## config.mk

```make
export PLATFORM = sky130hd
export DESIGN_NAME = vga_scan
export DESIGN_NICKNAME = d
export VERILOG_FILES = /design/src/design/vga_pkg.sv /design/src/design/vga_scan.sv
export SDC_FILE = /design/constraint.sdc
export NUM_CORES = 1
export LEC_CHECK = 0
export BUFFER_PORTS_ARGS = -buffer_cell sky130_fd_sc_hd__buf_2
export CORE_UTILIZATION = 52
export CTS_BUF_LIST = sky130_fd_sc_hd__clkbuf_16
export CTS_CLUSTER_DIAMETER = 200
export DETAILED_ROUTE_END_ITERATION = 7
export GPL_TIMING_DRIVEN = 0
export PLACE_DENSITY = 0.88
export REMOVE_ABC_BUFFERS = 1
export SYNTH_ARGS = -nofsm -noshare
export SYNTH_HDL_FRONTEND = slang
export SYNTH_SLANG_ARGS = --single-unit
```

## constraint.sdc

```tcl
create_clock -name i_clk -period 3.26 [get_ports i_clk]
set_input_delay 0.489 -clock i_clk [delete_from_list [all_inputs] [get_ports i_clk]]
set_output_delay 0.489 -clock i_clk [all_outputs]
set_load 0.05 [all_outputs]
```

## src/design/vga_pkg.sv

```systemverilog
`default_nettype none

package vga_pkg;

    // ====================
    // framebuffer geometry
    // ====================
    localparam int FB_WIDTH     = 160;
    localparam int FB_HEIGHT    = 120;
    localparam int FB_WORDS     = 2400;
    localparam int FB_ROW_WORDS = 20;
    localparam int FB_ROW_BYTES = 80;

    // eight 4-bit pixels per word, pixel 0 in bits 3:0
    typedef logic [31:0] fb_word_t;
    typedef logic [11:0] fb_addr_t;
    typedef logic [3:0]  fb_lanes_t;
    typedef logic [3:0]  pixel_t;

    // ====================
    // store port
    // ====================
    typedef logic [31:0] store_addr_t;
    typedef logic [1:0]  store_size_t;

    // code 3 is not a valid size
    localparam store_size_t SIZE_BYTE = 2'd0;
    localparam store_size_t SIZE_HALF = 2'd1;
    localparam store_size_t SIZE_WORD = 2'd2;

    // ====================
    // raster
    // ====================
    typedef logic [9:0] scan_coord_t;

    // fixed, the 4x pixel scale is tied to these
    localparam int H_ACTIVE = 640;
    localparam int V_ACTIVE = 480;

    // vertical phase of the frame
    typedef enum logic [1:0] {
        SCAN_ACTIVE,
        SCAN_FRONT,
        SCAN_SYNC,
        SCAN_BACK
    } scan_state_e;

endpackage

`default_nettype wire

```

## src/design/vga_scan.sv

```systemverilog
`timescale 1ns/1ps
`default_nettype none

module vga_scan #(
    parameter int H_FRONT = 16,
    parameter int H_SYNC  = 96,
    parameter int H_BACK  = 48,
    parameter int V_FRONT = 10,
    parameter int V_SYNC  = 2,
    parameter int V_BACK  = 33
) (
    input  wire logic              i_clk,
    input  wire logic              i_reset,
    output logic                   o_rd_en,
    output vga_pkg::fb_addr_t      o_rd_addr,
    input  wire vga_pkg::fb_word_t i_rd_data,
    output logic                   o_hsync,
    output logic                   o_vsync,
    output logic                   o_de,
    output vga_pkg::pixel_t        o_color
);
    import vga_pkg::*;

    // line and frame boundaries
    localparam scan_coord_t H_LAST     = scan_coord_t'(H_ACTIVE + H_FRONT + H_SYNC + H_BACK - 1);
    localparam scan_coord_t H_SYNC_BEG = scan_coord_t'(H_ACTIVE + H_FRONT);
    localparam scan_coord_t H_SYNC_END = scan_coord_t'(H_ACTIVE + H_FRONT + H_SYNC);
    localparam scan_coord_t V_ACT_LAST = scan_coord_t'(V_ACTIVE - 1);
    localparam scan_coord_t V_FP_LAST  = scan_coord_t'(V_ACTIVE + V_FRONT - 1);
    localparam scan_coord_t V_SY_LAST  = scan_coord_t'(V_ACTIVE + V_FRONT + V_SYNC - 1);
    localparam scan_coord_t V_LAST     = scan_coord_t'(V_ACTIVE + V_FRONT + V_SYNC + V_BACK - 1);

    scan_coord_t h_cnt;
    scan_coord_t v_cnt;
    scan_state_e v_state;
    logic        line_end;
    logic        visible;
    logic        hsync_n;
    logic        vsync_n;
    logic [14:0] pix_idx;

    // pipeline stage one
    logic        vis_d1;
    logic        hs_d1;
    logic        vs_d1;
    logic [2:0]  nib_d1;

    // ====================
    // raster counters
    // ====================
    assign line_end = (h_cnt == H_LAST);

    always_ff @(posedge i_clk) begin
        if (i_reset) begin
            h_cnt   <= '0;
            v_cnt   <= '0;
            v_state <= SCAN_ACTIVE;
        end else begin
            h_cnt <= line_end ? '0 : h_cnt + 1'b1;
            if (line_end) begin
                v_cnt <= (v_cnt == V_LAST) ? '0 : v_cnt + 1'b1;
                // vertical phase moves with v_cnt
                case (v_state)
                    SCAN_ACTIVE: if (v_cnt == V_ACT_LAST) v_state <= SCAN_FRONT;
                    SCAN_FRONT:  if (v_cnt == V_FP_LAST)  v_state <= SCAN_SYNC;
                    SCAN_SYNC:   if (v_cnt == V_SY_LAST)  v_state <= SCAN_BACK;
                    SCAN_BACK:   if (v_cnt == V_LAST)     v_state <= SCAN_ACTIVE;
                    default:     v_state <= SCAN_ACTIVE;
                endcase
            end
        end
    end

    assign visible = (h_cnt < scan_coord_t'(H_ACTIVE)) && (v_state == SCAN_ACTIVE);
    assign hsync_n = !((h_cnt >= H_SYNC_BEG) && (h_cnt < H_SYNC_END));
    assign vsync_n = (v_state != SCAN_SYNC);

    // ====================
    // pixel fetch
    // ====================
    // each stored pixel covers 4x4 screen pixels
    assign pix_idx   = 15'(v_cnt[8:2]) * 15'(FB_WIDTH) + 15'(h_cnt[9:2]);
    assign o_rd_en   = visible;
    assign o_rd_addr = visible ? pix_idx[14:3] : '0;

    // stage one lines up with the RAM read
    always_ff @(posedge i_clk) begin
        if (i_reset) begin
            vis_d1 <= 1'b0;
            hs_d1  <= 1'b1;
            vs_d1  <= 1'b1;
        end else begin
            vis_d1 <= visible;
            hs_d1  <= hsync_n;
            vs_d1  <= vsync_n;
        end
    end

    always_ff @(posedge i_clk) begin
        nib_d1 <= pix_idx[2:0];
    end

    // stage two, nibble select and outputs
    always_ff @(posedge i_clk) begin
        if (i_reset) begin
            o_hsync <= 1'b1;
            o_vsync <= 1'b1;
            o_de    <= 1'b0;
            o_color <= '0;
        end else begin
            o_hsync <= hs_d1;
            o_vsync <= vs_d1;
            o_de    <= vis_d1;
            o_color <= vis_d1 ? i_rd_data[{nib_d1, 2'b00} +: 4] : '0;
        end
    end

endmodule

`default_nettype wire

```

# Word level (Yosys, flattened, before mapping)

Cells that the tools add are included.

Add/sub/neg operators: 3
$mul: 1
Magnitude comparators: 3
Equal/unequal tests: 13
Shifts and indexed selects: 1
Multiplexer cells: 7
Bitwise logic cells: 1
Reductions and logical operators: 7

Operator list:

| cell                    | number |
|---|---|
| $shiftx A32 B6 Y4       | 1 |
| $eq A10 B9 Y1 const B   | 3 |
| $add A10 B1 Y10 const B | 2 |
| $eq A10 B10 Y1 const B  | 2 |
| $lt A10 B10 Y1 const B  | 2 |
| $add A15 B8 Y15         | 1 |
| $mux W12                | 1 |
| $ge A10 B10 Y1 const B  | 1 |
| $mul A7 B3 Y10 const B  | 1 |
| $mux W10                | 1 |
| $ne A2 B2 Y1 const B    | 5 |
| $mux W2                 | 4 |
| $pmux W2 S4             | 1 |
| $reduce_and A5 Y1       | 1 |
| $eq A2 B2 Y1 const B    | 2 |
| $reduce_or A2 Y1        | 2 |
| $eq A2 B1 Y1 const B    | 1 |
| $logic_and A1 B1 Y1     | 2 |
| $logic_not A2 Y1        | 1 |
| $logic_not A1 Y1        | 1 |
| $not A1 Y1              | 1 |

Register bits after elaboration: 35
Bits of input ports: 34
Output and inout bits: 20
Word-level logic and storage cells: 47

# Longest topological paths before layout

Gate-level depths: netlist (run 1).

Depth in word-level cells: 3
Mapped depth: 10
Depth with buffers taken out: 10

# Worst setup path after synthesis (run 1)

No wires, ideal clock.

Kind: register to output
Start point: register v_cnt[3]
End point: output port o_rd_addr[11]
Data arrival time: 2793 ps
Required time: 2771 ps
Setup slack: -22 ps
Stages on the path, launching flop included: 9
Buffers on the path: 0
Cell sequence: dfxtp_1 > ha_1 > ha_1 > inv_1 > fa_1 > nor3_1 > and3_1 > o221ai_1 > a21oi_1

Word-level cells in the longest chain between the ends: 3

RTL lines:

| what                   | RTL line       | RTL |
|---|---|---|
| start, declared        | vga_scan.sv:34 | `scan_coord_t v_cnt;` |
| start signal, assigned | vga_scan.sv:61 | `v_cnt <= (v_cnt == V_LAST) ? '0 : v_cnt + 1'b1;` |
| $mul A7 B3 Y10         | vga_scan.sv:82 | `assign pix_idx = 15'(v_cnt[8:2]) * 15'(FB_WIDTH) + 15'(h_cnt[9:2]);` |
| $add A15 B8 Y15        | vga_scan.sv:82 |  |
| $mux W12               | vga_scan.sv:84 | `assign o_rd_addr = visible ? pix_idx[14:3] : '0;` |
| end, declared          | vga_scan.sv:15 | `output vga_pkg::fb_addr_t o_rd_addr,` |

No other way between the ends.

# Worst setup path in the final report (run 1)

Start point: register v_cnt[5]
End point: output port o_rd_addr[11]

Same word-level chain as after synthesis.

==> impl_metrics.tcl, run 1 <==
set metrics [dict create \
    synth-main-ff-cell "dfxtp_1" \
    peakVddDrop_mv 0.367 \
    critPathMaxFanout 4 \
    mostFrequentLayoutCells "buf_2, nor2_1, dfxtp_1" \
    port_buffers 53 \
    antennaDiodeCount 0 \
    drt-initial-drc-count 203 \
    yosysWarnings 0 \
    vias_per_cell 5.85 \
    vias 2093 \
    core_sq_um 4090 \
    skew_ps 5.94 \
    period_share_pct 100 \
    rsz0062_at_grt "yes" \
    fillCellCount 286 \
    worst_pin_slew_ps 526 \
    setup_ws_ps 1.48 \
    drive_gt1_share_pct 33.8 \
    p_leak_nw 1.27 \
    post-place-ws_ps -173 \
    grtUsageTotal_pct 25.1 \
    outcome "finished clean" \
    drtAntennaViolNets 0 \
    layout_commonest_cell "buf_2" \
    boundaryPins 54 \
    fin_nets 366 \
    globalplace.congestion 0.834 \
    power_density_nw_per_um2 329 \
    fin_hold_ws_ps 409 \
    wl_um 5910 \
    hold_path_class "reg -> reg" \
    antenna_found_initial 0 \
    cp-end-kind "output pin" \
    dp_hpwl_um 3850 \
    grt_pass1_wl_um 8640 \
    grt-ovfl-total 0 \
    worstRegToRegCells 5 \
    syn_inst 247 \
    cp.arrival_ps 2770 \
    synth-edff-count 0 \
    grt_max_degree 19 \
    worstSkewPairLatency_ps 280 \
    setup_viol 0 \
    async_flop_share_pct 0 \
    clock_sinks 35 \
    clock_path_buffers 2 \
    cts_buffers 5 \
    path_class "reg -> out" \
    clkTransAtPathRegs_ps 50 \
    endpoint "o_rd_addr[11]" \
    critPathRequiredTime_ps 2770 \
    die_y_um 68.0 \
    drc 0 \
    fmax_mhz 307 \
    cts_max_level 2 \
    synthToLayoutAreaGrowth_pct 26.9 \
    r2r_slack_ps 1100 \
    first_pass_iters 5 \
    num_rows 23 \
    ys_seq_area_share_pct 30.9 \
    synth_cell_types 44 \
    clockRootBuffer "clkbuf_16" \
    worstSetupStartpoint "v_cnt[5]" \
    timing.final.hold_violations 0 \
    post_cts_hold_buffer_count 0 \
    wl_per_cell_um 16.5 \
    syn_area_sq_um 2270 \
    post-route-min-period_ps 3260 \
    maxCapViolations 0 \
    tritoncts "yes" \
    die_area_sq_um 4630 \
    synth_seq_cells 35 \
    post-route-util_pct 70.4 \
    crit_path_start_kind "flip-flop" \
    start_util_pct 55.5 \
    r2r-start "h_cnt[0]" \
    fp.dieW_um 68.0 \
    maxSlewViolCount 0 \
    rr_endpoint "v_cnt[2]" \
    synth.avg_cell_area_sq_um 9.18 \
    relSlewSlack_pct 64.9 \
    grt_pass1_vias 1924 \
]
==> cell usage after synthesis (5+ instances only) <==
master | number | share of area [%]
a21oi_1 | 8 | 1.8
xnor2_1 | 11 | 4.2
xor2_1 | 8 | 3.1
mux4_2 | 8 | 7.9
ha_1 | 22 | 12
nand2b_1 | 9 | 2.5
nor2_1 | 40 | 6.6
dfxtp_1 | 35 | 31
inv_1 | 14 | 2.3
nand3_1 | 12 | 2.6
clkbuf_1 | 5 | 0.83
nand2_1 | 11 | 1.8
mux2i_1 | 6 | 2.6
o21ai_0 | 8 | 1.8
nor3_1 | 6 | 1.3
and3_1 | 6 | 1.7
==> registers in the layout, indices dropped and copies added, names as in the netlist <==
register and count:
h_cnt 10, hs_d1 1, nib_d1 3, o_color 4, o_de 1, o_hsync 1
o_vsync 1, v_cnt 10, v_state 2, vis_d1 1, vs_d1 1
==> cell type report <==
type	instances	area, sq um	area share, %
inverter	14	52.6	1.83
clock buffer	5	125	4.35
clock inverter	2	8.76	0.304
tap	50	62.6	2.17
sequential	35	719	25.0
multi-input combinational	192	1580	55.0
timing repair buffer	60	327	11.3
==> worst max-delay path, stage by stage, from the launching register on <==
cell,delay [ps]
dfxtp_4,360
ha_4,280
ha_4,140
inv_2,40
fa_2,470
nor3_1,390
and3_1,300
o221ai_1,140
a21oi_1,160
buf_4,220
==> logic make-up (layout without fill, tap and decap cells) <==
family / Yosys count / after routing / synth area share [%]
AOI/OAI and AO/OA: 31 / 31 / 8.89
xor gates and xnor gates: 20 / 20 / 8.33
adders and majority gates: 24 / 24 / 13.9
buffers and inverters: 20 / 81 / 3.37
DFF: 35 / 35 / 30.9
muxes: 14 / 14 / 10.6
and+or+nand+nor: 103 / 103 / 24.0
==> per-stage QoR <==
step	instances	TNS [ps]	total power, W	cell area, sq um
6_report	358	0	0.000946	2880
5_1_grt	358	-185	0.000977	2880
4_1_cts	356	0	0.000947	2810
3_5_place_dp	344	-173	0.000522	2570
3_3_place_gp	344	-105	0.000519	2570
2_1_floorplan	241	-21.5	0.000491	2240
==> power by group <==
group | leakage (nW) | internal [W] | switching [W]
logic | 0.913 | 0.0000366 | 0.0000327
registers | 0.289 | 0.000433 | 0.00000813
clock network | 0.0671 | 0.000274 | 0.000161
total | 1.27 | 0.000743 | 0.000202
==> per-layer routing <==
layer / track usage (%) / vias up / wire, um
met2: 42.0 / 98 / 2950
met4: 10.9 / 0 / 227
met1: 30.6 / 977 / 2310
li1: - / 987 / -
met5: 0 / - / 0
met3: 5.50 / 31 / 414
==> worst min-delay path by stage <==
stage	from	end	slack (ps)	depth (start not counted)
3_5_place_dp	hs_d1	o_hsync	400	1
5_1_grt	vs_d1	o_vsync	420	1
3_3_place_gp	hs_d1	o_hsync	390	1
2_1_floorplan	hs_d1	o_hsync	390	1
4_1_cts	hs_d1	o_hsync	410	1
6_report	hs_d1	o_hsync	410	1
==> what timing repair did <==
| item | CTS | global route |
|---|---|---|
| resized for setup | 19 | 13 |
| buffers inserted | 5 | 2 |
| pin swaps | 3 | 5 |
| setup endpoints to repair | 4 | 3 |
Power figures use the tool's default switching activity.
==> run 2, diff against run 1 <==
BUFFER_PORTS_ARGS = -buffer_cell sky130_fd_sc_hd__buf_4   (was -buffer_cell sky130_fd_sc_hd__buf_2)
REMOVE_ABC_BUFFERS = unset   (was 1)
==> run 2 against run 1 <==
  * Worst hold slack improved by 19 ps
  * Global-route usage rose by 3.9 points
  * First-iteration DRC count is 38% lower
  * Design area is 5.7% higher
  * Largest cell class unchanged
  * Highest routed layer unchanged
==> impl_metrics.tcl, run 2 (synthesized netlist as in run 1, its figures left out) <==
set metrics [dict create \
    post-place-ws_ps -229 \
    clock_sinks 35 \
    timing.final.hold_violations 0 \
    peakVddDrop_mv 0.447 \
    p_clk_share_pct 45.7 \
    start_util_pct 55.5 \
    p_leak_nw 1.30 \
    switching_power_w 0.000213 \
    grt_max_degree 11 \
    path_cells "ha_2 -> ha_4 -> inv_2 -> fa_2 -> xnor2_2 -> nor4b_4 -> nor4bb_4 -> xnor3_1 -> and2_4 -> buf_6" \
    clkTransAtPathRegs_ps 50 \
    vias_per_cell 5.78 \
    synthToLayoutAreaGrowth_pct 34.1 \
    relSlewSlack_pct 59.2 \
    fmax_mhz 308 \
    drive_gt1_share_pct 32.9 \
    port_buffers 53 \
    critPathMaxFanout 7 \
    crit_path_start_kind "flip-flop" \
    core_sq_um 4090 \
    grt_pass1_wl_um 9580 \
    maxCapViolations 0 \
    grt-ovfl-total 0 \
    dp_hpwl_um 4060 \
    num_rows 23 \
    drc 0 \
    layout_commonest_cell "buf_4" \
    slowest_delay_ps 390 \
    seqPwrFrac_pct 45.1 \
    top_regs "h_cnt x10, v_cnt x10, o_color x4" \
    first_pass_iters 4 \
    fp.dieW_um 68.0 \
    synth_nets 305 \
    outcome "finished clean" \
    dpl-instance-area_sq_um 2730 \
    clock_path_buffers 2 \
    die_area_sq_um 4630 \
    p_sw_share_pct 22.0 \
    p_int_w 0.000757 \
    power_density_nw_per_um2 319 \
    slowest_stage "dfxtp_4" \
    fin_nets 371 \
    tritoncts "yes" \
    post-route-min-period_ps 3250 \
    wl_per_cell_um 16.9 \
    boundaryPins 54 \
    comb_power_share_pct 9.1 \
    rsz0062_at_grt "yes" \
    clockRootBuffer "clkbuf_16" \
    drt-initial-drc-count 125 \
    cts_max_level 2 \
    critPathRequiredTime_ps 2770 \
    mostFrequentLayoutCells "buf_4, nor2_1, dfxtp_1" \
    skew_ps 1.68 \
    vias 2097 \
    hold_path_class "reg -> reg" \
    path_class "reg -> out" \
    fillCellCount 288 \
    cts_buffers 5 \
    setup_ws_ps 9.31 \
    period_share_pct 99.7 \
    worstSkewPairLatency_ps 280 \
    antennaDiodeCount 0 \
    grt_pass1_vias 1972 \
    design_area_sq_um 3040 \
    drtAntennaViolNets 0 \
    maxSlewViolCount 0 \
    cp.arrival_ps 2760 \
    globalplace.congestion 0.846 \
    setup_viol 0 \
    cp-end-kind "output pin" \
    wl_um 6150 \
    antenna_found_initial 0 \
    die_y_um 68.0 \
    grtUsageTotal_pct 29.0 \
    worst_pin_slew_ps 612 \
]
==> run 2: metal layers <==
| layer | share of wire, % | GRT usage, % | wire, um |
|---|---|---|---|
| met1 | 42 | 35.1 | 2570 |
| met2 | 52 | 48.0 | 3170 |
| met3 | 4.1 | 6.67 | 255 |
| met4 | 2.4 | 13.5 | 147 |
| met5 | 0 | 0 | 0 |
==> run 2: path summary, 6_finish.rpt <==
kind,startpoint,to,slack (ps),cells past startpoint
worst min-delay path,h_cnt[3],nib_d1[1],430,0
worst max-delay path,v_cnt[2],o_rd_addr[10],9,10
worst max register to register,h_cnt[0],v_cnt[2],1140,6
worst min register to register,h_cnt[3],nib_d1[1],430,0
==> run 2: cell type report <==
| cell class | instances | area [sq um] | area share, % |
|---|---|---|---|
| Multi-Input combinational cell | 192 | 1600 | 52.8 |
| Sequential cell | 35 | 717 | 23.6 |
| Timing Repair Buffer | 59 | 447 | 14.7 |
| Clock buffer | 5 | 125 | 4.12 |
| Tap cell | 50 | 62.6 | 2.06 |
| Inverter | 14 | 52.6 | 1.73 |
| Buffer | 6 | 23.8 | 0.782 |
| Clock inverter | 2 | 8.76 | 0.288 |
==> run 2: power by group through the flow <==
stage | Clock (W) | Combinational (W) | Sequential (W)
floorplan | 0 | 0.0000335 | 0.000460
global placement | 0 | 0.0000838 | 0.000449
detailed placement | 0 | 0.0000872 | 0.000450
CTS | 0.000452 | 0.0000883 | 0.000438
global route | 0.000471 | 0.0000930 | 0.000438
finish | 0.000444 | 0.0000885 | 0.000438
==> run 2: timing repair <==
action	in CTS	in global routing
gates resized for setup	24	4
buffers inserted	6	0
pin swaps	5	2
gates cloned	0	0
hold buffers	0	0
setup endpoints to repair	4	3
==> run 2: critical path, delay by kind of cell (launching register included) <==
kind                       cells  cell delay, ps
buffers and inverters          2             180
xor gates and xnor gates       2             480
adders and majority gates      3             750
DFF                            1             390
and+or+nand+nor                3             670
==> run 2: through the flow <==
stage | power (W) | setup TNS, ps | std cells | hold slack, ps | utilization [%]
final | 0.000970 | 0 | 363 | 427 | 74.4
after global routing | 0.00100 | -136 | 363 | 444 | 74.4
after CTS | 0.000978 | 0 | 363 | 414 | 73.8
after global placement | 0.000533 | -108 | 350 | 395 | 66.8
after detailed placement | 0.000537 | -229 | 350 | 401 | 66.8
after floorplan | 0.000493 | 0 | 247 | 389 | -
==> run 3, diff against run 2 <==
CORE_UTILIZATION = 50   (was 52)
PLACE_DENSITY = 0.85   (was 0.88)
==> run 3 against run 2 <==
  * The run now ends with setup timing left
  * Critical path depth did not move
  * Global-route usage fell by 3.2 points
  * Clock skew rose by 6.2 ps
  * Largest power group unchanged
==> impl_metrics.tcl, run 3 (synthesized netlist as in run 1, its figures left out) <==
set metrics [dict create \
    rsz0062_at_grt "yes" \
    setup_viol 1 \
    maxSlewViolCount 0 \
    drive_gt1_share_pct 33.9 \
    outcome "complete, but fails checks" \
    fp.dieW_um 69.3 \
    cp-end-kind "output pin" \
    mostFrequentLayoutCells "buf_4, nor2_1, dfxtp_1" \
    period_share_pct 100 \
    cp.arrival_ps 2780 \
    power_density_nw_per_um2 316 \
    antennaDiodeCount 0 \
    setup_ws_ps -11.8 \
    clock_sinks 35 \
    fin_nets 376 \
    holdPathEnd "o_vsync" \
    cp_common_cell "ha_4" \
    die_area_sq_um 4810 \
    fmax_mhz 306 \
    tritoncts "yes" \
    wl_per_cell_um 16.8 \
    worstHoldStart "vs_d1" \
    worstSetupStartpoint "v_cnt[5]" \
    worst-path-buf-inv 2 \
    cts_max_level 2 \
    drc 0 \
    vias 2108 \
    drtAntennaViolNets 0 \
    p_total_w 0.000971 \
    p_leak_nw 1.35 \
    port_buffers 53 \
    worst_pin_slew_ps 612 \
    fillCellCount 299 \
    setup_tns_ps -11.8 \
    maxCapViolations 0 \
    globalplace.congestion 0.842 \
    grtUsageTotal_pct 25.7 \
    grt_max_degree 11 \
    crit_path_start_kind "flip-flop" \
    top_regs "h_cnt x10, v_cnt x10, o_color x4" \
    post-route-min-period_ps 3270 \
    clockRootBuffer "clkbuf_16" \
    synthToLayoutAreaGrowth_pct 35.7 \
    hold_path_class "reg -> reg" \
    holdPathStages 1 \
    slowest_delay_ps 370 \
    grt-ovfl-total 0 \
    peakVddDrop_mv 0.377 \
    dp_hpwl_um 3910 \
    relSlewSlack_pct 59.2 \
    r2r_slack_ps 1100 \
    boundaryPins 54 \
    fin_hold_ws_ps 405 \
    vias_per_cell 5.68 \
    die_y_um 69.3 \
    path_cells "ha_4 -> ha_4 -> inv_1 -> fa_2 -> xnor2_2 -> nor4b_4 -> nor4bb_4 -> xnor3_1 -> and2_4 -> buf_6" \
    timing.final.hold_violations 0 \
    num_rows 24 \
    antenna_found_initial 0 \
    cp_top_family "adder cells" \
    synth_nets 305 \
    worstRegToRegCells 6 \
    path_class "reg -> out" \
    violations "setup timing" \
    r2r-start "h_cnt[0]" \
    skew_ps 7.89 \
    grt_pass1_wl_um 9770 \
    first_pass_iters 4 \
    drt-initial-drc-count 178 \
    wl_um 6240 \
    slowest_stage "dfxtp_4" \
    clock_path_buffers 2 \
    grt_pass1_vias 2086 \
    worstSkewPairLatency_ps 280 \
    core_sq_um 4350 \
    cts_buffers 5 \
    start_util_pct 52.1 \
    layout_commonest_cell "buf_4" \
    clkTransAtPathRegs_ps 60 \
    rr_endpoint "v_cnt[7]" \
    critPathRequiredTime_ps 2770 \
    critPathMaxFanout 4 \
    post-route-util_pct 70.6 \
]
-- run 3: how the worst max path moves through the flow --
stage	to	slack [ps]	cells past startpoint
after global placement	o_rd_addr[10]	-100	10
after global routing	o_rd_addr[10]	-100	10
final	o_rd_addr[10]	-10	10
after floorplan	o_rd_addr[10]	100	9
after CTS	o_rd_addr[10]	2	9
after detailed placement	o_rd_addr[10]	-240	10
-- run 3: area by class of cell --
class,instances,area [sq um],share of cell area (%)
timing repair buffer,64,484,15.7
clock buffer,5,125,4.07
multi-input combinational,192,1590,51.8
buffer,6,23.8,0.773
sequential,35,718,23.4
inverter,14,52.6,1.71
tap,52,65.1,2.12
clock inverter,3,12.5,0.407
-- run 3: worst register-to-register path, cell delays in order, from the launching register on --
cell and delay [ps]:
dfxtp_1 360, ha_1 230, nand4_2 180, nor4_4 530, nand3_1 260, or3_1 390, a21oi_1 130
-- run 3: repair_timing --
| action | CTS | global route |
|---|---|---|
| resized for setup | 21 | 6 |
| buffers inserted | 6 | 5 |
| endpoints found under the hold margin | 0 | 0 |
| endpoints found under the setup margin | 4 | 3 |
| pin swaps | 3 | 4 |
| hold buffers | 0 | 0 |
-- run 3: routing by layer --
metal	wire length (um)	vias to the layer above	share of wire [%]	GRT usage (%)
met5	0	-	0	0
met4	258	0	4.1	11.6
met3	350	29	5.6	5.67
met2	3160	82	51	43.4
met1	2470	988	40	31.3
li1	-	1009	-	-
-- run 3: power breakdown --
part	switching (W)	internal [W]	total (W)
Sequential	0.00000455	0.000433	0.000437
Combinational	0.0000369	0.0000499	0.0000868
Clock	0.000171	0.000276	0.000447
Total	0.000213	0.000758	0.000971
-- run 3: through the flow --
step	setup slack (ps)	std cells	instance area, sq um
after global routing	-97.5	371	3080
after CTS	1.68	366	3010
after floorplan	99.6	247	2270
after detailed placement	-244	352	2730
after global placement	-103	352	2730
final	-11.8	371	3080
