$ cat config.mk
export PLATFORM = sky130hd
export DESIGN_NAME = fb_store_port_flat
export DESIGN_NICKNAME = d
export VERILOG_FILES = /design/src/design/vga_pkg.sv /design/src/design/fb_write_if.sv /design/src/design/fb_store_port.sv /design/src/flat_wrapper.sv
export SDC_FILE = /design/constraint.sdc
export NUM_CORES = 1
export LEC_CHECK = 0
export BUFFER_PORTS_ARGS = -buffer_cell sky130_fd_sc_hd__buf_2
export CAP_MARGIN = 20
export CORE_ASPECT_RATIO = 0.8
export CORE_UTILIZATION = 41
export CTS_CLUSTER_DIAMETER = 40
export CTS_CLUSTER_SIZE = 10
export DETAILED_ROUTE_END_ITERATION = 7
export GPL_TIMING_DRIVEN = 0
export PLACE_DENSITY = 0.75
export SYNTH_ARGS = -nofsm -noshare
export SYNTH_HDL_FRONTEND = slang
export SYNTH_SLANG_ARGS = --single-unit
$ cat constraint.sdc
create_clock -name i_clk -period 2.6 [get_ports i_clk]
set_input_delay 0.52 -clock i_clk [delete_from_list [all_inputs] [get_ports i_clk]]
set_output_delay 0.52 -clock i_clk [all_outputs]
set_load 0.01 [all_outputs]
$ cat src/design/vga_pkg.sv
`default_nettype none

package vga_pkg;

    // ====================
    // framebuffer geometry
    // ====================
    localparam int FB_WIDTH     = 160;
    localparam int FB_HEIGHT    = 120;
    localparam int FB_WORDS     = 2400;
    localparam int FB_ROW_WORDS = 20;
    localparam int FB_ROW_BYTES = 80;

    // eight 4-bit pixels per word, pixel 0 in bits 3:0
    typedef logic [31:0] fb_word_t;
    typedef logic [11:0] fb_addr_t;
    typedef logic [3:0]  fb_lanes_t;
    typedef logic [3:0]  pixel_t;

    // ====================
    // store port
    // ====================
    typedef logic [31:0] store_addr_t;
    typedef logic [1:0]  store_size_t;

    // code 3 is not a valid size
    localparam store_size_t SIZE_BYTE = 2'd0;
    localparam store_size_t SIZE_HALF = 2'd1;
    localparam store_size_t SIZE_WORD = 2'd2;

    // ====================
    // raster
    // ====================
    typedef logic [9:0] scan_coord_t;

    // fixed, the 4x pixel scale is tied to these
    localparam int H_ACTIVE = 640;
    localparam int V_ACTIVE = 480;

    // vertical phase of the frame
    typedef enum logic [1:0] {
        SCAN_ACTIVE,
        SCAN_FRONT,
        SCAN_SYNC,
        SCAN_BACK
    } scan_state_e;

endpackage

`default_nettype wire

$ cat src/design/fb_write_if.sv
`timescale 1ns/1ps
`default_nettype none

// one word write into the framebuffer, data already in its lanes
interface fb_write_if;
    import vga_pkg::*;

    logic      wr;
    fb_addr_t  addr;
    fb_lanes_t lanes;
    fb_word_t  data;

    modport source (
        output wr,
        output addr,
        output lanes,
        output data
    );

    modport sink (
        input wr,
        input addr,
        input lanes,
        input data
    );

endinterface

`default_nettype wire

$ cat src/design/fb_store_port.sv
`timescale 1ns/1ps
`default_nettype none

module fb_store_port (
    input  wire logic                 i_clk,
    input  wire logic                 i_reset,
    input  wire logic                 i_store_en,
    input  wire vga_pkg::store_addr_t i_store_addr,
    input  wire vga_pkg::store_size_t i_store_size,
    input  wire vga_pkg::fb_word_t    i_store_data,
    fb_write_if.source                o_wr
);
    import vga_pkg::*;

    logic [6:0] row;
    logic [6:0] col;
    logic [1:0] lane;
    logic       in_bounds;
    logic       size_ok;
    logic       accept;
    fb_addr_t   word_idx;
    fb_lanes_t  lanes;
    fb_word_t   placed;

    // row in bits 14:8, byte column in bits 6:0
    assign row  = i_store_addr[14:8];
    assign col  = i_store_addr[6:0];
    assign lane = i_store_addr[1:0];

    assign in_bounds = (row < 7'(FB_HEIGHT)) && (col < 7'(FB_ROW_BYTES));

    // word index = row * 20 + col / 4
    assign word_idx = fb_addr_t'(row) * fb_addr_t'(FB_ROW_WORDS) + fb_addr_t'(col[6:2]);

    // lane enables and data placement by size
    always_comb begin
        size_ok = 1'b1;
        lanes   = '0;
        placed  = i_store_data;
        case (i_store_size)
            SIZE_BYTE: begin
                lanes  = fb_lanes_t'(4'b0001 << lane);
                placed = {4{i_store_data[7:0]}};
            end
            SIZE_HALF: begin
                lanes  = lane[1] ? 4'b1100 : 4'b0011;
                placed = {2{i_store_data[15:0]}};
            end
            SIZE_WORD: begin
                lanes = 4'b1111;
            end
            default: begin
                size_ok = 1'b0;
            end
        endcase
    end

    assign accept = i_store_en && in_bounds && size_ok;

    // strobe is a one-cycle pulse per accepted store
    always_ff @(posedge i_clk) begin
        if (i_reset) begin
            o_wr.wr <= 1'b0;
        end else begin
            o_wr.wr <= accept;
        end
    end

    // payload only moves on an accepted store
    always_ff @(posedge i_clk) begin
        if (accept) begin
            o_wr.addr  <= word_idx;
            o_wr.lanes <= lanes;
            o_wr.data  <= placed;
        end
    end

endmodule

`default_nettype wire

$ cat src/flat_wrapper.sv
// flat-port wrapper written by rule: the top's interface ports become plain ports
module fb_store_port_flat import vga_pkg::*;
  (i_clk, i_reset, i_store_en, i_store_addr, i_store_size, i_store_data, o_wr_wr, o_wr_addr, o_wr_lanes, o_wr_data);
  fb_write_if o_wr_i ();
  input  wire logic i_clk;
  input  wire logic i_reset;
  input  wire logic i_store_en;
  input  wire vga_pkg::store_addr_t i_store_addr;
  input  wire vga_pkg::store_size_t i_store_size;
  input  wire vga_pkg::fb_word_t i_store_data;
  output wire logic [$bits(o_wr_i.wr)-1:0] o_wr_wr;
  output wire logic [$bits(o_wr_i.addr)-1:0] o_wr_addr;
  output wire logic [$bits(o_wr_i.lanes)-1:0] o_wr_lanes;
  output wire logic [$bits(o_wr_i.data)-1:0] o_wr_data;
  assign o_wr_wr = o_wr_i.wr;
  assign o_wr_addr = o_wr_i.addr;
  assign o_wr_lanes = o_wr_i.lanes;
  assign o_wr_data = o_wr_i.data;
  fb_store_port u_core (.i_clk(i_clk), .i_reset(i_reset), .i_store_en(i_store_en), .i_store_addr(i_store_addr), .i_store_size(i_store_size), .i_store_data(i_store_data), .o_wr(o_wr_i));
endmodule
Yosys cells after proc, flatten, opt, wreduce, memory -nomap -nowiden
Cells that the tools add are included.
Word-level totals
  register bits: 49
  input bits: 69
  output and inout port bits: 49
  logic and storage cells: 20
Cells by class
  $add $sub $neg: 1
  multipliers: 1
  order comparisons: 2
  equality and inequality tests: 2
  shift-type cells: 1
  mux-type cells: 4
  reduce and logical (&&, ||, !) cells: 5
Operator list (count)
  32-bit one-hot mux with 2 select lines: 1
  7-bit < comparator (second input constant): 2
  12-bit by 5-bit adder with 12-bit output: 1
  4-bit one-hot mux with 3 select lines: 1
  7-bit by 3-bit multiplier with 10-bit output (second input constant): 1
  4-bit two-way mux: 1
  1-bit by 2-bit << shifter with 4-bit output (first input constant): 1
  1-bit logical AND: 3
  3-bit OR reduction: 1
  2-bit by 1-bit == test with 1-bit output (second input constant): 1
  2-bit == test (second input constant): 1
  2-bit zero test: 1
  1-bit two-way mux: 1

Depth between registers and ports, before layout
Gate-level depths: netlist of the first run.
  word-level depth: 4
  depth in mapped cells: 7
  gate-level depth less buffers: 7

Least setup slack after synthesis of the first run
Ideal clock, no wire load.
  path type: input-to-reg
  start point: input i_store_addr[9]
  end point: register u_core.o_wr.addr[11], data pin
  setup time: 180 ps
  arrival: 2516 ps
  required time: 2420 ps
  slack: -96 ps
  cell stages on the path: 7
  buffers on the path: 0
  path through: ha_1 ha_1 fa_1 xor2_1 o21ai_1 or4_4 o41ai_2
Between the ends
  longest elaborated chain between the ends: 2
Ends and longest elaborated chain
  from (decl): RTL line flat_wrapper.sv:8  | input wire vga_pkg::store_addr_t i_store_addr;
  7-bit by 3-bit multiplier with 10-bit output: RTL line fb_store_port.sv:33  | assign word_idx = fb_addr_t'(row) * fb_addr_t'(FB_ROW_WORDS) + fb_addr_t'(col[6:2]);
  12-bit by 5-bit adder with 12-bit output: RTL line fb_store_port.sv:33
  via u_core.word_idx[11]: RTL line fb_store_port.sv:21  | fb_addr_t word_idx;
  to (signal assigned): RTL line fb_store_port.sv:72  | o_wr.addr <= word_idx;
  to (decl): RTL line fb_write_if.sv:15  | output addr,
The timed path passes the listed nets, and every way through them passes these cells.
A chain may end at the register's enable or synchronous reset.

Worst setup path in the final report of the first run
  start point: input i_store_addr[9]
  end point: register u_core.o_wr.addr[10], data pin
The elaborated chain is that of the path after synthesis.

==> results of run 1 <==
[metrics by stage]
stage | TNS [ps] | utilization | setup WS, ps | instance area (µm²) | cells
finish | 0 | 0.565 | 120 | 3140 | 353
global placement | -18310 | 0.540 | -370 | 3000 | 344
CTS | 0 | 0.565 | 136 | 3140 | 353
global route | 0 | 0.565 | 21.4 | 3140 | 353
floorplan | 0 | - | 82.8 | 2420 | 169
detailed placement | -468 | 0.544 | -186 | 3020 | 345
[kinds of logic (layout without fill, tap and decap cells)]
family          after synthesis  after routing  synth area share
flops                        49             49             0.608
simple gates                 29             29            0.0593
xor+xnor                      8              8            0.0349
mux                          25             25             0.112
buf+inv                      11            117            0.0172
fa+ha+maj                    15             15            0.0843
compound gates               32             32            0.0843
[cell usage after synthesis (2+ instances only)]
library cell  number
a21oi_1            7
buf_1              2
clkbuf_1           4
edfxtp_1          48
fa_1               2
ha_1              13
inv_1              5
mux2_1            16
mux2i_1            9
nand2_1           10
nor2_1            10
nor2b_1            2
o21ai_0            4
o21ai_1           11
xnor2_1            5
xor2_1             2
[worst max-delay path: cells and delay by family]
family	cells	cell delay, ps
AO/OA/AOI/OAI	1	190
XOR/XNOR	2	470
adder cells (fa/ha/maj)	3	890
buffers and inverters	1	130
AND/OR/NAND/NOR	1	320
[layout make-up]
class | instances | area [µm²]
Inverter | 5 | 18.8
Buffer | 6 | 22.5
Multi-Input combinational cell | 109 | 916
Clock buffer | 5 | 68.8
Tap cell | 78 | 97.6
Sequential cell | 49 | 1460
Fill cell | 486 | 2420
Clock inverter | 3 | 46.3
Timing Repair Buffer | 98 | 505
[state kept, by name, summed over array words and instances, names as in the netlist]
register / cells
u_core.o_wr.data: 32
u_core.o_wr.addr: 12
u_core.o_wr.lanes: 4
u_core.o_wr.wr: 1
[final timing paths]
check                 depth (start not counted)  slack, ps                              to            start
worst min-delay path                          2        370       u_core.o_wr.wr$_SDFF_PP0_          i_reset
worst max-delay path                          8        120  u_core.o_wr.addr[10]$_DFFE_PP_  i_store_addr[9]
[per-layer routing]
layer | part of all wire | track usage
met5 | 0 | 0
met4 | 0.015 | 0.0656
met3 | 0.057 | 0.0473
met2 | 0.47 | 0.285
met1 | 0.45 | 0.222
[power breakdown]
group          internal (mW)  total (mW)  switching [mW]
registers              0.959       0.976          0.0166
logic                  0.173       0.384           0.211
clock network          0.288       0.539           0.251
total                   1.42        1.90           0.479
==> impl_metrics.csv, run 1 <==
group,metric,value,unit
cts,cts_buffers,5,
synth,yosysUniqueCellTypes,35,
global_routing,grtUsageTotal,0.175,
synth,netlist_instances,169,
synth,synth_edf_count,48,
synth,synth_area_leaders,"edfxtp_1 (60%), mux2_1 (7.5%), ha_1 (6.8%), mux2i_1 (3.7%), o21ai_1 (2.3%)",
placement,port_buffers,97,
synth,yosysTopAreaCell,"edfxtp_1",
critical_path,arrival,2520,ps
pwr,p_per_area,605,nW/µm²
sta,drv_slew,0,
floorplanning,row_count,24,
placement,gp_congestion,0.740,
synth,synth.top_cell.area_share,0.599,
sta,period_needed,2480,ps
synth,synth_nets,253,
detailed_routing,routed_wl,5120,µm
pwr,p_leak,1.34,nW
sta,slew_headroom,0.454,
sta,whs,372,ps
synth,async_reset_ff_frac,0,
detailed_routing,drt_iter0_drc,107,
detailed_routing,firstDrtPassIters,4,
sta,hold_viol_final,0,
critical_path,cp.required,2640,ps
global_routing,grt_pass1_wl,8090,µm
global_routing,grt_overflow,0,
synth,syn_area,2400,µm²
pwr,finalPower,1.90,mW
cells_and_area,diodes,0,
cts,clkSlewWorstSetupHoldPaths,80,ps
detailed_routing,vias_per_cell,4.86,
cts,cts-resized-gates,0,
cells_and_area,nets,358,
sta,setup_viol,0,
detailed_routing,drc,0,
critical_path,path_cells,"buf_2 > ha_1 > ha_2 > fa_2 > xor2_2 > o2111ai_1 > nor4_1 > xnor3_1",
floorplanning,die_w,87.6,µm
global_routing,grt_pass1_vias,1793,
synth,synth-seq-cells,49,
critical_path,endpoint_kind,"register",
cts,cts_post_setup_buffers_inserted,0,
detailed_routing,wl_per_cell,14.5,µm
cells_and_area,layout_commonest_cell,"buf_2",
cts,tritoncts,"built",
synth,synth_seq_area_share,0.608,
sta,rsz0062_at_grt,"false",
synth,synthFlopType,"edfxtp_1",
detailed_routing,vias,1714,
run,maxCapViolCount,0,
global_routing,grt_max_degree,42,
synth,postSynthAreaPerCell,14.2,µm²
floorplanning,coreArea,5560,µm²
cts,hold_buffers,0,
pwr,irDropWorstVdd,333,µV
global_routing,antenna_found_initial,0,
cts,clockRootBuffer,"clkbuf_8",
run_status,status,"finished, final reports clean",
critical_path,crit_slowest_cell,"fa_2",
critical_path,max_stage_delay,400,ps
floorplanning,io_pins,118,
cts,cts.htree.levels,2,
critical_path,startpoint_type,"input pin",
sta,fin_crit_sh,0.954,
detailed_routing,ant_nets,0,
critical_path,cp_max_fo,3,
critical_path,criticalPathCategory,"input pin to register",
synth,ys_warn_count,0,
floorplanning,start_util,0.433,
cts,clock_sinks,49,
sta,worst_pin_slew,816,ps
cells_and_area,final_cell_mix,"buf_2 (97), edfxtp_1 (48), mux2_1 (16), ha_1 (12), o21ai_1 (11)",
floorplanning,dieArea,6180,µm²
cells_and_area,area_growth,30.4,%
cts,clk_path_buf_depth,2,
placement,dp_hpwl,3870,µm
sta,max_freq,403,MHz
hold_path,hold_class,"input pin to register",
cells_and_area,layout-drive-gt1-share,0.415,
floorplanning,fp.dieH,70.5,µm
(Power assumes the default switching activity.)
==> run 2: changes to the inputs <==
--- a/config.mk
+++ b/config.mk
@@ -13,6 +13,7 @@
 export CTS_CLUSTER_SIZE = 10
 export DETAILED_ROUTE_END_ITERATION = 7
 export GPL_TIMING_DRIVEN = 0
+export MAX_ROUTING_LAYER = met4
 export PLACE_DENSITY = 0.75
 export SYNTH_ARGS = -nofsm -noshare
 export SYNTH_HDL_FRONTEND = slang
==> impl_metrics.csv, run 2 (synthesis results as in run 1) <==
group,metric,value,unit
run_status,status,"finished, final reports clean",
cells_and_area,final_cell_mix,"buf_2 (97), edfxtp_1 (48), mux2_1 (16), ha_1 (12), o21ai_1 (11)",
cells_and_area,multiInputGateArea,916,µm²
global_routing,grtUsageTotal,0.180,
detailed_routing,vias,1725,
sta,rsz0062_at_grt,"false",
sta,max_freq,403,MHz
cts,clkSlewWorstSetupHoldPaths,80,ps
cts,cts.htree.levels,2,
critical_path,path_cells,"buf_2 > ha_1 > ha_2 > fa_2 > xor2_2 > o2111ai_1 > nor4_1 > xnor3_1",
sta,slew_headroom,0.453,
placement,place_inst,345,
placement,port_buffers,97,
critical_path,startpoint_type,"input pin",
detailed_routing,firstDrtPassIters,4,
cts,clk_path_buf_depth,2,
cells_and_area,finalNonFillerCells,353,
sta,setup_viol,0,
detailed_routing,routed_wl,5130,µm
sta,worst_pin_slew,817,ps
detailed_routing,drc,0,
global_routing,antenna_found_initial,0,
critical_path,cp.required,2640,ps
global_routing,grt_pass1_vias,1795,
critical_path,criticalPathCategory,"input pin to register",
placement,gp_congestion,0.749,
floorplanning,dieArea,6180,µm²
hold_path,whs_path_depth,2,
sta,period_needed,2480,ps
detailed_routing,ant_nets,0,
critical_path,max_stage_delay,400,ps
cts,cts-resized-gates,0,
global_routing,grt_max_degree,42,
critical_path,endpoint_kind,"register",
cells_and_area,largest_reg_flops,32,
floorplanning,io_pins,118,
cts,cts_buffers,5,
detailed_routing,vias_per_cell,4.89,
detailed_routing,wl_per_cell,14.5,µm
cts,clock_sinks,49,
cts,clockRootBuffer,"clkbuf_8",
cells_and_area,area_growth,30.4,%
critical_path,worst-path-stages,8,
sta,drv_slew,0,
hold_path,hold_class,"input pin to register",
critical_path,cp_top_family,"adder cells",
global_routing,grt_pass1_wl,8090,µm
hold_path,hold_end,"u_core.o_wr.wr$_SDFF_PP0_",
cells_and_area,final-seq-area,1460,µm²
floorplanning,fp.dieH,70.5,µm
detailed_routing,drt_iter0_drc,99,
run,maxCapViolCount,0,
pwr,irDropWorstVdd,332,µV
cells_and_area,final_area,3140,µm²
sta,hold_viol_final,0,
placement,placed_area,3020,µm²
critical_path,crit_slowest_cell,"fa_2",
floorplanning,die_w,87.6,µm
sta,setup_tns,0,ps
cts,hold_buffers,0,
cells_and_area,layout_commonest_cell,"buf_2",
critical_path,crit_buf_inv,1,
cells_and_area,nets,358,
floorplanning,row_count,24,
cts,tritoncts,"built",
sta,fin_crit_sh,0.953,
pwr,p_leak,1.34,nW
floorplanning,start_util,0.433,
critical_path,cp_max_fo,3,
cells_and_area,largest-register,"u_core.o_wr.data",
floorplanning,coreArea,5560,µm²
placement,dp_hpwl,3870,µm
pwr,p_per_area,604,nW/µm²
cells_and_area,top_regs,"u_core.o_wr.data (32), u_core.o_wr.addr (12), u_core.o_wr.lanes (4)",
cts,cts_post_setup_buffers_inserted,0,
critical_path,arrival,2520,ps
cells_and_area,final_core_util,0.565,
global_routing,grt_overflow,0,
hold_path,min_from,"i_reset",
cells_and_area,diodes,0,
cells_and_area,layout-drive-gt1-share,0.415,
cells_and_area,fillers,486,
## run 2: cell counts in the layout (fill, tap and decap cells not counted)
Identical to the previous run, type by type.
## run 2: final cells by class
cell class / instances / area share
clock inverter: 3 / 0.0148
inverter: 5 / 0.00598
clock buffer: 5 / 0.0219
multi-input combinational: 109 / 0.292
timing repair buffer: 98 / 0.161
sequential: 49 / 0.466
buffer: 6 / 0.00718
tap: 78 / 0.0311
## run 2: worst max-delay path by stage
stage                                     end            start  slack, ps
6_report       u_core.o_wr.addr[10]$_DFFE_PP_  i_store_addr[9]        120
4_1_cts        u_core.o_wr.addr[10]$_DFFE_PP_  i_store_addr[9]        140
3_3_place_gp    u_core.o_wr.data[6]$_DFFE_PP_  i_store_size[0]       -370
5_1_grt        u_core.o_wr.addr[10]$_DFFE_PP_  i_store_addr[9]         20
3_5_place_dp   u_core.o_wr.addr[10]$_DFFE_PP_  i_store_addr[9]       -190
2_1_floorplan   u_core.o_wr.addr[9]$_DFFE_PP_  i_store_addr[9]         80
## run 2: through the flow
stage                     power (mW)  hold WS, ps  setup slack [ps]
after CTS                       1.92          360               136
after floorplan                 1.22          592              82.8
after global routing            1.99          359              21.4
after detailed placement        1.38          681              -186
final                           1.90          372               122
after global placement          1.37          676              -370
## run 2: layer usage
layer  global-route usage  part of all wire
met1                0.223              0.45
met2                0.285              0.47
met3               0.0449             0.057
met4               0.0656             0.018
met5                    -                 0
## run 2: report_power, final
group	total (mW)	internal [mW]	leakage, nW	switching (mW)
logic	0.384	0.173	0.827	0.212
clock network	0.536	0.288	0.0543	0.248
registers	0.976	0.959	0.454	0.0165
total	1.90	1.42	1.33	0.477
==> run 3: changes to the inputs <==
--- a/config.mk
+++ b/config.mk
@@ -5,16 +5,17 @@
 export SDC_FILE = /design/constraint.sdc
 export NUM_CORES = 1
 export LEC_CHECK = 0
+export ABC_AREA = 1
 export BUFFER_PORTS_ARGS = -buffer_cell sky130_fd_sc_hd__buf_2
 export CAP_MARGIN = 20
 export CORE_ASPECT_RATIO = 0.8
-export CORE_UTILIZATION = 41
+export CORE_UTILIZATION = 46
 export CTS_CLUSTER_DIAMETER = 40
 export CTS_CLUSTER_SIZE = 10
 export DETAILED_ROUTE_END_ITERATION = 7
 export GPL_TIMING_DRIVEN = 0
 export MAX_ROUTING_LAYER = met4
-export PLACE_DENSITY = 0.75
+export PLACE_DENSITY = 0.8
 export SYNTH_ARGS = -nofsm -noshare
 export SYNTH_HDL_FRONTEND = slang
 export SYNTH_SLANG_ARGS = --single-unit
==> constraint.sdc (replaced) <==
create_clock -name i_clk -period 2.3 [get_ports i_clk]
set_input_delay 0.46 -clock i_clk [delete_from_list [all_inputs] [get_ports i_clk]]
set_output_delay 0.46 -clock i_clk [all_outputs]
set_load 0.01 [all_outputs]
==> impl_metrics.csv, run 3 <==
group,metric,value,unit
global_routing,grt_overflow,0,
synth,synthFlopType,"edfxtp_1",
synth,synth_most_common_cell,"nand2_1",
sta,setup_viol,0,
sta,slew_headroom,0.698,
synth,synth.top_cell.area_share,0.592,
critical_path,cp_max_fo,3,
sta,fin_crit_sh,0.942,
pwr,p_per_area,679,nW/µm²
detailed_routing,wl_per_cell,13.5,µm
synth,syn_area,2430,µm²
cts,clkSlewWorstSetupHoldPaths,80,ps
floorplanning,row_count,23,
synth,synth_nets,308,
hold_path,hold_end,"u_core.o_wr.wr$_SDFF_PP0_",
cells_and_area,final_cell_mix,"buf_2 (102), nand2_1 (67), edfxtp_1 (48), inv_1 (23), ha_1 (13)",
detailed_routing,vias_per_cell,4.81,
synth,synthTopCellsByCount,"nand2_1 (67), edfxtp_1 (48), inv_1 (23)",
hold_path,whs_path_depth,2,
floorplanning,die_w,83.3,µm
placement,dp_hpwl,4190,µm
run_status,status,"finished, final reports clean",
sta,worst_pin_slew,451,ps
cells_and_area,layout-drive-gt1-share,0.380,
floorplanning,dieArea,5590,µm²
critical_path,arrival,2210,ps
sta,max_freq,462,MHz
cells_and_area,nets,415,
sta,drv_slew,0,
cells_and_area,area_growth,29.2,%
cts,clockRootBuffer,"clkbuf_8",
cells_and_area,final_core_util,0.621,
sta,hold_viol_final,0,
cells_and_area,largest_reg_flops,32,
sta,rsz0062_at_grt,"false",
synth,ys_warn_count,0,
synth,yosysTopAreaCell,"edfxtp_1",
pwr,irDropWorstVdd,415,µV
global_routing,grt_max_degree,36,
detailed_routing,drc,0,
placement,port_buffers,99,
cts,tritoncts,"built",
hold_path,min_from,"i_reset",
cts,hold_buffers,0,
cells_and_area,top_regs,"u_core.o_wr.data (32), u_core.o_wr.addr (12), u_core.o_wr.lanes (4)",
pwr,finalPower,2.14,mW
critical_path,endpoint_kind,"register",
global_routing,grt_pass1_wl,8140,µm
floorplanning,coreArea,5060,µm²
synth,synth-seq-cells,49,
pwr,p_leak,1.45,nW
synth,netlist_instances,224,
hold_path,hold_class,"input pin to register",
cts,cts_buffers,5,
floorplanning,start_util,0.481,
critical_path,cp.required,2350,ps
cts,cts_post_setup_buffers_inserted,0,
cts,clk_path_buf_depth,2,
sta,whs,319,ps
cts,clock_sinks,49,
cells_and_area,layout_commonest_cell,"buf_2",
detailed_routing,vias,1894,
synth,yosysUniqueCellTypes,28,
global_routing,grt_pass1_vias,1785,
detailed_routing,ant_nets,0,
detailed_routing,routed_wl,5300,µm
sta,period_needed,2170,ps
floorplanning,fp.dieH,67.1,µm
global_routing,grtUsageTotal,0.196,
cells_and_area,largest-register,"u_core.o_wr.data",
synth,postSynthAreaPerCell,10.9,µm²
synth,synth_edf_count,48,
synth,synth_seq_area_share,0.600,
cells_and_area,diodes,0,
placement,gp_congestion,0.853,
cts,cts.htree.levels,2,
run,maxCapViolCount,0,
cts,cts-resized-gates,0,
synth,synth_area_leaders,"edfxtp_1 (59%), nand2_1 (10%), ha_1 (6.7%), inv_1 (3.5%), o21ai_0 (2.5%)",
detailed_routing,drt_iter0_drc,86,
critical_path,criticalPathCategory,"input pin to register",
global_routing,antenna_found_initial,0,
critical_path,startpoint_type,"input pin",
detailed_routing,firstDrtPassIters,4,
floorplanning,io_pins,118,
synth,async_reset_ff_frac,0,
run 3: routing by layer:
layer	global-route usage	wire length, µm	vias up
li1	-	-	983
met1	0.237	2360	836
met2	0.321	2610	67
met3	0.0483	260	8
met4	0.0776	76	0
met5	-	0	-
run 3: power by group:
part / internal (mW) / total (mW) / switching (mW)
combinational: 0.179 / 0.443 / 0.264
sequential: 1.08 / 1.10 / 0.0172
clock: 0.320 / 0.593 / 0.273
run 3: cells by family after synthesis:
group / count (synthesis) / share of synthesized area
buffers and inverters: 28 / 0.0447
AOI/OAI and AO/OA: 25 / 0.0622
and+or+nand+nor: 102 / 0.192
adders and majority gates: 15 / 0.0832
xor gates and xnor gates: 5 / 0.0180
DFF: 49 / 0.600
run 3: how the worst max path moves through the flow:
stage / start / endpoint / slack (ps) / cells past startpoint
6_report: i_store_addr[9] / u_core.o_wr.addr[9]$_DFFE_PP_ / 130 / 9
5_1_grt: i_store_addr[9] / u_core.o_wr.addr[9]$_DFFE_PP_ / 50 / 9
4_1_cts: i_store_addr[9] / u_core.o_wr.addr[9]$_DFFE_PP_ / 140 / 8
3_5_place_dp: i_store_addr[9] / u_core.o_wr.addr[9]$_DFFE_PP_ / -180 / 8
3_3_place_gp: i_store_size[1] / u_core.o_wr.addr[11]$_DFFE_PP_ / -140 / 4
2_1_floorplan: i_store_addr[9] / u_core.o_wr.addr[9]$_DFFE_PP_ / 110 / 7
run 3: per-stage QoR:
step / setup WS [ps] / instance area [µm²] / setup TNS, ps / instances
final: 134 / 3150 / 0 / 394
after global routing: 50.6 / 3150 / 0 / 394
after CTS: 139 / 3150 / 0 / 394
after detailed placement: -184 / 3040 / -522 / 386
after global placement: -139 / 3020 / -6740 / 385
after floorplan: 111 / 2440 / 0 / 224
run 3: critical path: stages:
cell	delay [ps]
buf_2	120
ha_1	290
ha_1	240
fa_1	430
nand2_1	150
nand3_4	100
nor2_2	190
nand2_1	90
xor2_1	140
run 3: cell type report:
cell class | count | area [µm²]
Fill cell | 431 | 1920
Sequential cell | 49 | 1460
Multi-Input combinational cell | 147 | 872
Timing Repair Buffer | 100 | 515
Inverter | 25 | 93.8
Tap cell | 62 | 77.6
Clock buffer | 5 | 68.8
Clock inverter | 3 | 41.3
Buffer | 3 | 15.0
